File: src/design/display_pkg.sv
package display_pkg;

    // Horizontal timing in clocks with two clocks per pixel
    localparam int H_ACTIVE = 1280;
    localparam int H_FRONT  = 32;
    localparam int H_SYNC   = 192;
    localparam int H_BACK   = 96;
    localparam int H_TOTAL  = H_ACTIVE + H_FRONT + H_SYNC + H_BACK;

    // Vertical timing in lines
    localparam int V_ACTIVE = 480;
    localparam int V_FRONT  = 10;
    localparam int V_SYNC   = 2;
    localparam int V_BACK   = 33;
    localparam int V_TOTAL  = V_ACTIVE + V_FRONT + V_SYNC + V_BACK;

    typedef logic [10:0] hpos_t;
    typedef logic [9:0]  vpos_t;

    typedef struct packed {
        hpos_t h;
        vpos_t v;
    } pixel_pos_t;

    typedef struct packed {
        logic [7:0] r;
        logic [7:0] g;
        logic [7:0] b;
    } rgb_t;

    // Background band boundaries
    localparam int SKY_LINE   = 280;
    localparam int STRIPE_END = 300;

    localparam rgb_t DAY_SKY      = '{r: 8'd135, g: 8'd206, b: 8'd235};
    localparam rgb_t NIGHT_SKY    = '{r: 8'd10,  g: 8'd10,  b: 8'd40};
    localparam rgb_t STRIPE_COLOR = '{r: 8'd100, g: 8'd40,  b: 8'd10};
    localparam rgb_t GROUND_COLOR = '{r: 8'd139, g: 8'd69,  b: 8'd19};
    localparam rgb_t LINE_COLOR   = '{r: 8'd0,   g: 8'd0,   b: 8'd0};
    localparam rgb_t DIGIT_COLOR  = '{r: 8'd0,   g: 8'd0,   b: 8'd0};

    localparam int DIGIT_SIZE = 8;

endpackage

File: src/design/scene_pkg.sv
package scene_pkg;

    // Register map on the 9-bit bus
    localparam logic [8:0] ADDR_SCORE   = 9'd0;
    localparam logic [8:0] ADDR_SCORE_X = 9'd1;
    localparam logic [8:0] ADDR_SCORE_Y = 9'd2;

    localparam int MAX_DIGIT = 9;

    typedef struct packed {
        logic [3:0]         digit;
        display_pkg::hpos_t x;
        display_pkg::vpos_t y;
    } score_regs_t;

    localparam score_regs_t SCORE_RESET = '{
        digit: 4'd0,
        x:     11'd25,
        y:     10'd41
    };

    typedef enum logic {
        DAY,
        NIGHT
    } sky_state_t;

    // Completed frames before the sky turns dark
    localparam int NIGHT_FRAMES = 2;

endpackage

File: src/design/day_night_fsm.sv
`timescale 1ns/1ps

module day_night_fsm (
    input  logic clk,
    input  logic reset,
    input  logic frame_end,
    output logic night
);
    import scene_pkg::*;

    sky_state_t state;
    sky_state_t state_next;
    logic [$clog2(NIGHT_FRAMES + 1) - 1:0] frame_cnt;

    always_comb begin
        state_next = state;
        case (state)
            DAY: begin
                if (frame_end && (int'(frame_cnt) == NIGHT_FRAMES - 1)) begin
                    state_next = NIGHT;
                end
            end
            NIGHT: state_next = NIGHT;
            default: state_next = DAY;
        endcase
    end

    always_ff @(posedge clk or posedge reset) begin
        if (reset) begin
            state     <= DAY;
            frame_cnt <= '0;
        end else begin
            state <= state_next;
            // Frames only matter while still day
            if ((state == DAY) && frame_end) begin
                frame_cnt <= frame_cnt + 1'b1;
            end
        end
    end

    assign night = (state == NIGHT);

    a_night_is_final: assert property (
        @(posedge clk) disable iff (reset)
        night |=> night
    );

endmodule

File: src/design/digit_overlay.sv
`timescale 1ns/1ps

module digit_overlay (
    input  display_pkg::pixel_pos_t pos,
    input  scene_pkg::score_regs_t  score,
    output logic                    digit_hit
);
    import display_pkg::*;

    logic [DIGIT_SIZE * DIGIT_SIZE - 1:0] glyph;
    hpos_t                                rel_h;
    vpos_t                                rel_v;
    logic                                 in_cell;
    logic [$clog2(DIGIT_SIZE) - 1:0]      row;
    logic [$clog2(DIGIT_SIZE) - 1:0]      col;

    // Font ROM with the top row in the high byte
    always_comb begin
        case (score.digit)
            4'd0: glyph = 64'h3C66_6E7E_7666_3C00;
            4'd1: glyph = 64'h1838_1818_1818_7E00;
            4'd2: glyph = 64'h3C66_061C_3066_7E00;
            4'd3: glyph = 64'h3C66_061C_0666_3C00;
            4'd4: glyph = 64'h0C1C_2C4C_7E0C_0C00;
            4'd5: glyph = 64'h7E60_7C06_0666_3C00;
            4'd6: glyph = 64'h3C66_607C_6666_3C00;
            4'd7: glyph = 64'h7E06_0C18_3030_3000;
            4'd8: glyph = 64'h3C66_663C_6666_3C00;
            4'd9: glyph = 64'h3C66_663E_0666_3C00;
            default: glyph = '0;
        endcase
    end

    assign rel_h = pos.h - score.x;
    assign rel_v = pos.v - score.y;

    // Lower bounds guard against the subtraction wrapping
    assign in_cell = (pos.h >= score.x) && (rel_h < hpos_t'(DIGIT_SIZE)) &&
                     (pos.v >= score.y) && (rel_v < vpos_t'(DIGIT_SIZE));

    assign row = rel_v[$clog2(DIGIT_SIZE) - 1:0];
    assign col = rel_h[$clog2(DIGIT_SIZE) - 1:0];

    // Leftmost pixel is the MSB of the row byte
    assign digit_hit = in_cell &&
        glyph[DIGIT_SIZE * DIGIT_SIZE - 1 - DIGIT_SIZE * int'(row) - int'(col)];

endmodule

File: src/design/dino_scene.sv
`timescale 1ns/1ps

module dino_scene (
    input  logic        clk,
    input  logic        reset,
    input  logic [31:0] writedata,
    input  logic        write,
    input  logic        chipselect,
    input  logic [8:0]  address,
    output logic [7:0]  vga_r,
    output logic [7:0]  vga_g,
    output logic [7:0]  vga_b,
    output logic        vga_clk,
    output logic        vga_hs,
    output logic        vga_vs,
    output logic        vga_blank_n,
    output logic        vga_sync_n
);
    import display_pkg::*;
    import scene_pkg::*;

    pixel_pos_t  pos;
    logic        active;
    logic        hs_n;
    logic        vs_n;
    logic        frame_end;
    logic        night;
    logic        digit_hit;
    score_regs_t score;

    vga_timing vga_timing_i (
        .clk       (clk),
        .reset     (reset),
        .pos       (pos),
        .active    (active),
        .hs_n      (hs_n),
        .vs_n      (vs_n),
        .frame_end (frame_end)
    );

    day_night_fsm day_night_fsm_i (
        .clk       (clk),
        .reset     (reset),
        .frame_end (frame_end),
        .night     (night)
    );

    scene_regs scene_regs_i (
        .clk        (clk),
        .reset      (reset),
        .chipselect (chipselect),
        .write      (write),
        .address    (address),
        .writedata  (writedata),
        .score      (score)
    );

    digit_overlay digit_overlay_i (
        .pos       (pos),
        .score     (score),
        .digit_hit (digit_hit)
    );

    pixel_painter pixel_painter_i (
        .clk         (clk),
        .reset       (reset),
        .pos         (pos),
        .active      (active),
        .hs_n        (hs_n),
        .vs_n        (vs_n),
        .night       (night),
        .digit_hit   (digit_hit),
        .vga_r       (vga_r),
        .vga_g       (vga_g),
        .vga_b       (vga_b),
        .vga_hs      (vga_hs),
        .vga_vs      (vga_vs),
        .vga_blank_n (vga_blank_n)
    );

    // Pixel clock toggles every other clock
    assign vga_clk    = pos.h[0];
    assign vga_sync_n = 1'b0;

endmodule

File: src/design/pixel_painter.sv
`timescale 1ns/1ps

module pixel_painter (
    input  logic                    clk,
    input  logic                    reset,
    input  display_pkg::pixel_pos_t pos,
    input  logic                    active,
    input  logic                    hs_n,
    input  logic                    vs_n,
    input  logic                    night,
    input  logic                    digit_hit,
    output logic [7:0]              vga_r,
    output logic [7:0]              vga_g,
    output logic [7:0]              vga_b,
    output logic                    vga_hs,
    output logic                    vga_vs,
    output logic                    vga_blank_n
);
    import display_pkg::*;

    rgb_t color;

    always_comb begin
        if (pos.v < vpos_t'(SKY_LINE)) begin
            color = night ? NIGHT_SKY : DAY_SKY;
        end else if (pos.v == vpos_t'(SKY_LINE)) begin
            color = LINE_COLOR;
        end else if (pos.v <= vpos_t'(STRIPE_END)) begin
            color = STRIPE_COLOR;
        end else begin
            color = GROUND_COLOR;
        end

        // Score digit drawn over the bands
        if (digit_hit) begin
            color = DIGIT_COLOR;
        end

        if (!active) begin
            color = '0;
        end
    end

    // One register stage keeps colour and syncs aligned
    always_ff @(posedge clk or posedge reset) begin
        if (reset) begin
            vga_r       <= '0;
            vga_g       <= '0;
            vga_b       <= '0;
            vga_hs      <= 1'b1;
            vga_vs      <= 1'b1;
            vga_blank_n <= 1'b0;
        end else begin
            vga_r       <= color.r;
            vga_g       <= color.g;
            vga_b       <= color.b;
            vga_hs      <= hs_n;
            vga_vs      <= vs_n;
            vga_blank_n <= active;
        end
    end

endmodule

File: src/design/scene_regs.sv
`timescale 1ns/1ps

module scene_regs (
    input  logic                   clk,
    input  logic                   reset,
    input  logic                   chipselect,
    input  logic                   write,
    input  logic [8:0]             address,
    input  logic [31:0]            writedata,
    output scene_pkg::score_regs_t score
);
    import display_pkg::*;
    import scene_pkg::*;

    logic bus_write;
    logic digit_ok;

    assign bus_write = chipselect && write;

    // Only digits with a glyph are taken
    assign digit_ok = (writedata <= 32'(MAX_DIGIT));

    always_ff @(posedge clk or posedge reset) begin
        if (reset) begin
            score <= SCORE_RESET;
        end else if (bus_write) begin
            case (address)
                ADDR_SCORE: begin
                    if (digit_ok) begin
                        score.digit <= writedata[3:0];
                    end
                end
                ADDR_SCORE_X: score.x <= hpos_t'(writedata);
                ADDR_SCORE_Y: score.y <= vpos_t'(writedata);
                default: ;
            endcase
        end
    end

    a_digit_in_range: assert property (
        @(posedge clk) disable iff (reset)
        score.digit <= 4'(MAX_DIGIT)
    );

endmodule

File: src/design/vga_timing.sv
`timescale 1ns/1ps

module vga_timing (
    input  logic                    clk,
    input  logic                    reset,
    output display_pkg::pixel_pos_t pos,
    output logic                    active,
    output logic                    hs_n,
    output logic                    vs_n,
    output logic                    frame_end
);
    import display_pkg::*;

    logic line_end;
    logic field_end;

    assign line_end  = (pos.h == hpos_t'(H_TOTAL - 1));
    assign field_end = (pos.v == vpos_t'(V_TOTAL - 1));

    always_ff @(posedge clk or posedge reset) begin
        if (reset) begin
            pos <= '0;
        end else if (line_end) begin
            pos.h <= '0;
            if (field_end) begin
                pos.v <= '0;
            end else begin
                pos.v <= pos.v + 1'b1;
            end
        end else begin
            pos.h <= pos.h + 1'b1;
        end
    end

    // Sync pulses sit between front and back porch
    assign hs_n = !((pos.h >= hpos_t'(H_ACTIVE + H_FRONT)) &&
                    (pos.h <  hpos_t'(H_ACTIVE + H_FRONT + H_SYNC)));
    assign vs_n = !((pos.v >= vpos_t'(V_ACTIVE + V_FRONT)) &&
                    (pos.v <  vpos_t'(V_ACTIVE + V_FRONT + V_SYNC)));

    assign active    = (pos.h < hpos_t'(H_ACTIVE)) && (pos.v < vpos_t'(V_ACTIVE));
    assign frame_end = line_end && field_end;

    a_pos_in_range: assert property (
        @(posedge clk) disable iff (reset)
        (pos.h < hpos_t'(H_TOTAL)) && (pos.v < vpos_t'(V_TOTAL))
    );

endmodule

File: config.mk
export PLATFORM = sky130hd
export DESIGN_NAME = dino_scene
export DESIGN_NICKNAME = d
export VERILOG_FILES = /design/src/design/display_pkg.sv /design/src/design/scene_pkg.sv /design/src/design/day_night_fsm.sv /design/src/design/digit_overlay.sv /design/src/design/dino_scene.sv /design/src/design/pixel_painter.sv /design/src/design/scene_regs.sv /design/src/design/vga_timing.sv
export SDC_FILE = /design/constraint.sdc
export NUM_CORES = 1
export LEC_CHECK = 0
export ABC_AREA = 1
export BUFFER_PORTS_ARGS = -buffer_cell sky130_fd_sc_hd__clkbuf_2
export CAP_MARGIN = 25
export CORE_MARGIN = 8
export CORE_UTILIZATION = 47
export CTS_CLUSTER_SIZE = 40
export DETAILED_ROUTE_END_ITERATION = 6
export PLACE_DENSITY = 0.7
export SYNTH_ARGS = -nofsm -noshare
export SYNTH_HDL_FRONTEND = slang
export SYNTH_SLANG_ARGS = --single-unit
File: constraint.sdc
create_clock -name clk -period 2.31 [get_ports clk]
set_input_delay 0.231 -clock clk [delete_from_list [all_inputs] [get_ports clk]]
set_output_delay 0.231 -clock clk [all_outputs]
set_load 0.005 [all_outputs]
==> impl_metrics.prom <==
# TYPE chip_impl_metric gauge
chip_impl_metric{name="setup-violations-final",unit=""} 10
chip_impl_metric{name="internal-power",unit="mW"} 2.32
chip_impl_metric{name="post_synth_edffs",unit=""} 0
chip_impl_metric{name="route.detailed.wl_per_inst",unit="um"} 13.8
chip_impl_info{name="cp_top_family",value="simple AND/OR/NAND/NOR gates"} 1
chip_impl_metric{name="ys_types",unit=""} 45
chip_impl_metric{name="cts_buffer_depth",unit=""} 2
chip_impl_metric{name="max-cap-violations",unit=""} 0
chip_impl_info{name="rsz0062_at_grt",value="true"} 1
chip_impl_info{name="ys_flop_type",value="sky130_fd_sc_hd__dfrtp_1"} 1
chip_impl_metric{name="cts-buffers-inserted",unit=""} 9
chip_impl_metric{name="start_util",unit="%"} 48.5
chip_impl_metric{name="setup_ws",unit="ns"} -0.181
chip_impl_metric{name="seq_area_frac_synth",unit="%"} 29.5
chip_impl_info{name="timing.critical_path.to_type",value="flip-flop"} 1
chip_impl_metric{name="tritonroute_pass_1_iters",unit=""} 5
chip_impl_metric{name="post_place_worst_slack",unit="ns"} -0.184
chip_impl_info{name="critPathSlowestCell",value="sky130_fd_sc_hd__dfstp_2"} 1
chip_impl_info{name="violations",value="setup timing"} 1
chip_impl_metric{name="final_area",unit="um2"} 6800
chip_impl_metric{name="timing.critical_path.fanout_max",unit=""} 8
chip_impl_metric{name="critPathMaxStageDelay",unit="ns"} 0.54
chip_impl_metric{name="maxSlewViolCount",unit=""} 0
chip_impl_metric{name="grt_pass1_wl",unit="mm"} 24.9
chip_impl_metric{name="netSwitchingFraction",unit="%"} 21.8
chip_impl_metric{name="die-width",unit="um"} 122
chip_impl_metric{name="finalSetupTns",unit="ns"} -1.54
chip_impl_metric{name="cp_data_required_time",unit="ns"} 2.52
chip_impl_metric{name="place.port_buffers",unit=""} 69
chip_impl_metric{name="routed-via-count",unit=""} 5527
chip_impl_metric{name="detailed_place.area",unit="um2"} 6130
chip_impl_metric{name="clk_pin_slew_worst_paths",unit="ns"} 0.06
chip_impl_metric{name="syn-mean-instance-area",unit="um2"} 6.52
chip_impl_metric{name="weighted_congestion_reported_at_the_end_of_routability_driven_placement",unit=""} 0.962
chip_impl_metric{name="synth.ff_latch_count",unit=""} 62
chip_impl_metric{name="finish.net_count",unit=""} 1015
chip_impl_metric{name="grt.total_usage",unit="%"} 20.7
chip_impl_metric{name="die-height",unit="um"} 122
chip_impl_metric{name="vias_per_cell",unit=""} 5.12
chip_impl_metric{name="report.final.hold_viol_count",unit=""} 0
chip_impl_metric{name="post-place-cells",unit=""} 1056
chip_impl_metric{name="final_period_minus_worst_setup_slack",unit="ns"} 2.49
chip_impl_metric{name="core_area",unit="um2"} 10900
chip_impl_info{name="clock_tree_from_tritoncts",value="yes"} 1
chip_impl_metric{name="worst-slew-pin-transition",unit="ns"} 0.653
chip_impl_metric{name="yosys_warnings",unit=""} 0
chip_impl_metric{name="worst-path-buf-inv",unit=""} 3
chip_impl_metric{name="vdd.ir_drop.worst",unit="uV"} 604
chip_impl_metric{name="power.clock.fraction",unit="%"} 53.9
chip_impl_metric{name="row_count",unit=""} 38
chip_impl_metric{name="worst_clock_skew",unit="ns"} 0.00682
chip_impl_metric{name="die_area",unit="um2"} 14900
chip_impl_metric{name="p_sw",unit="mW"} 0.647
chip_impl_info{name="cts.root.buffer_cell",value="sky130_fd_sc_hd__clkbuf_16"} 1
chip_impl_metric{name="critical_path_arrival",unit="ns"} 2.70
chip_impl_metric{name="postRouteWirelength",unit="mm"} 14.9
chip_impl_metric{name="comb_power_share",unit="%"} 9.1
chip_impl_metric{name="final_cell_count_no_fill",unit=""} 1080
chip_impl_metric{name="fin_worst_hold_slack",unit="ns"} 0.139
chip_impl_metric{name="first_iter_violations",unit=""} 403
chip_impl_metric{name="h-tree-depth",unit=""} 3
chip_impl_metric{name="antenna_violating_nets_post_route",unit=""} 0
chip_impl_metric{name="synthesis.area",unit="um2"} 5300
chip_impl_info{name="run_status",value="complete, but fails checks"} 1
chip_impl_metric{name="syn_inst",unit=""} 813
chip_impl_metric{name="post-route-period-util",unit="%"} 108
chip_impl_info{name="critPathLaunchType",value="flip-flop"} 1
chip_impl_info{name="cp_cell_sequence",value="ha_4 -> inv_2 -> fa_2 -> buf_12 -> nand2_8 -> o21ai_2 -> nand2_1 -> nand3_1 -> nand3_1 -> nand2_1 -> nand3_2 -> nand3_2 -> nand2_2 -> inv_2 -> nand2_4 -> nand2_4 -> nor2_2"} 1
chip_impl_metric{name="finalCoreUtilization",unit="%"} 62.2
chip_impl_metric{name="boundaryPins",unit=""} 74
chip_impl_metric{name="layout-area-overhead-vs-synth",unit="%"} 28.4
chip_impl_metric{name="fraction_of_layout_cells_with_a_size_suffix_above_1",unit="%"} 25.2
chip_impl_metric{name="async_flop_share",unit="%"} 100
chip_impl_metric{name="dpl.hpwl",unit="mm"} 11.7
chip_impl_metric{name="leakage",unit="nW"} 3.73
chip_impl_info{name="crit_type",value="reg2reg"} 1
chip_impl_metric{name="total_power",unit="mW"} 2.97
chip_impl_metric{name="insertedDiodeCount",unit=""} 0
chip_impl_metric{name="largest_net_degree_at_the_start_of_global_routing",unit=""} 36
chip_impl_metric{name="maxClockFrequency",unit="MHz"} 402
chip_impl_metric{name="gr-total-overflow",unit=""} 0
chip_impl_metric{name="tritoncts_num_sinks",unit=""} 62
chip_impl_metric{name="p_per_area",unit="nW/um2"} 436
chip_impl_metric{name="sequential_share_of_power",unit="%"} 37.0
chip_impl_metric{name="later_pin_clock_latency_in_the_skew_report",unit="ns"} 0.34
chip_impl_metric{name="grt_pass1_vias",unit=""} 5344
chip_impl_metric{name="max_slew_margin",unit="%"} 56.4
chip_impl_info{name="worstHoldPathType",value="in2reg"} 1
chip_impl_metric{name="antenna_found_initial",unit=""} 0
chip_impl_metric{name="drc",unit=""} 0
path summary, 6_finish.rpt:
check | start | end | slack (ns) | depth (start not counted)
worst max-delay path | scene_regs_i.score[10] | pixel_painter_i.vga_b[3] | -0.18 | 17
min in group asynchronous | reset | vga_timing_i.pos[5] | 0.52 | 3
worst min register to register | scene_regs_i.score[8] | scene_regs_i.score[8] | 0.48 | 2
worst max register to register | scene_regs_i.score[10] | pixel_painter_i.vga_b[3] | -0.18 | 17
worst min-delay path | writedata[5] | scene_regs_i.score[5] | 0.14 | 3
max in group asynchronous | reset | scene_regs_i.score[14] | 1.10 | 4
power groups by stage:
stage / clock network, mW / logic (mW) / registers [mW]
global placement: 0 / 0.247 / 1.12
floorplan: 0 / 0.162 / 1.11
finish: 1.60 / 0.269 / 1.10
global route: 1.68 / 0.306 / 1.10
CTS: 1.63 / 0.256 / 1.10
detailed placement: 0 / 0.249 / 1.12
Yosys cell counts (all sizes together), types with 2 or more instances:
| cell | instances | area share, % |
|---|---|---|
| nand2 | 223 | 16 |
| inv | 152 | 11 |
| nor2 | 84 | 6.5 |
| nand3 | 79 | 7.6 |
| dfrtp | 54 | 25 |
| o21ai | 48 | 4.5 |
| ha | 33 | 7.8 |
| a21oi | 23 | 2.2 |
| buf | 22 | 3.2 |
| nand4 | 17 | 2.1 |
| nor3 | 17 | 1.8 |
| nor4 | 9 | 1.1 |
| dfstp | 8 | 4.0 |
| xor2 | 6 | 0.99 |
| a31oi | 5 | 0.59 |
| or2 | 5 | 0.59 |
| clkbuf | 4 | 0.28 |
| nand3b | 3 | 0.42 |
| o211ai | 3 | 0.42 |
| or4 | 3 | 0.42 |
| and3 | 2 | 0.24 |
| fa | 2 | 0.76 |
| xnor2 | 2 | 0.68 |
cell usage in the layout, fill, tap and decap left out, drive strengths merged, types with 2 or more instances in the layout:
| cell | n |
|---|---|
| xnor2 | 2 |
| fa | 2 |
| nor3 | 17 |
| xor2 | 6 |
| and3 | 2 |
| clkbuf | 80 |
| nor4 | 9 |
| ha | 33 |
| a21oi | 23 |
| inv | 152 |
| bufinv | 3 |
| or4 | 3 |
| nand3 | 79 |
| or2 | 5 |
| a31oi | 5 |
| o211ai | 3 |
| nand4 | 17 |
| dfstp | 8 |
| conb | 4 |
| buf | 64 |
| nand2 | 223 |
| nand3b | 3 |
| o21ai | 48 |
| nor2 | 84 |
| clkinvlp | 2 |
| dfrtp | 54 |
flip-flops by register name, summed over array words and instances, names as in the netlist:
name,cells
pixel_painter_i.vga_g,1
vga_timing_i.pos,21
day_night_fsm_i.night,1
pixel_painter_i.vga_hs,1
day_night_fsm_i.frame_cnt,2
pixel_painter_i.vga_vs,1
scene_regs_i.score,25
pixel_painter_i.vga_r,3
pixel_painter_i.vga_b,6
pixel_painter_i.vga_blank_n,1
final cells by class:
class | instances | area, um2
Fill cell | 995 | 4130
Clock buffer | 11 | 253
Sequential cell | 62 | 1560
Tap cell | 140 | 175
Timing Repair Buffer | 134 | 888
Inverter | 152 | 571
Clock inverter | 5 | 105
Multi-Input combinational cell | 576 | 3250
cells by family after synthesis:
logic type      synth area share, %
flops                          29.5
xor+xnor                       1.68
compound gates                 8.62
other cells                  0.0708
mux                           0.189
simple gates                   37.2
buf+inv                        14.3
fa+ha+maj                      8.55
routing by layer:
metal / global-route usage, % / wire length [um] / vias up
met5: 0 / 0 / -
met4: 11.3 / 528 / 0
met3: 2.96 / 656 / 40
met2: 34.2 / 7220 / 154
met1: 25.6 / 6450 / 2513
li1: - / - / 2820
worst min-delay path: stages:
cell and delay (ns):
sky130_fd_sc_hd__clkbuf_2 0.09, sky130_fd_sc_hd__inv_1 0.06, sky130_fd_sc_hd__o21ai_0 0.08
repair_timing:
action | in CTS | in global routing
gates resized for setup | 9 | 47
pin swaps | 11 | 23
setup endpoints to repair | 10 | 12
hold buffers | 1 | 0
buffers inserted | 2 | 5
endpoints found under the hold margin | 24 | 0
No activity file was read; power rests on OpenSTA's default activity.
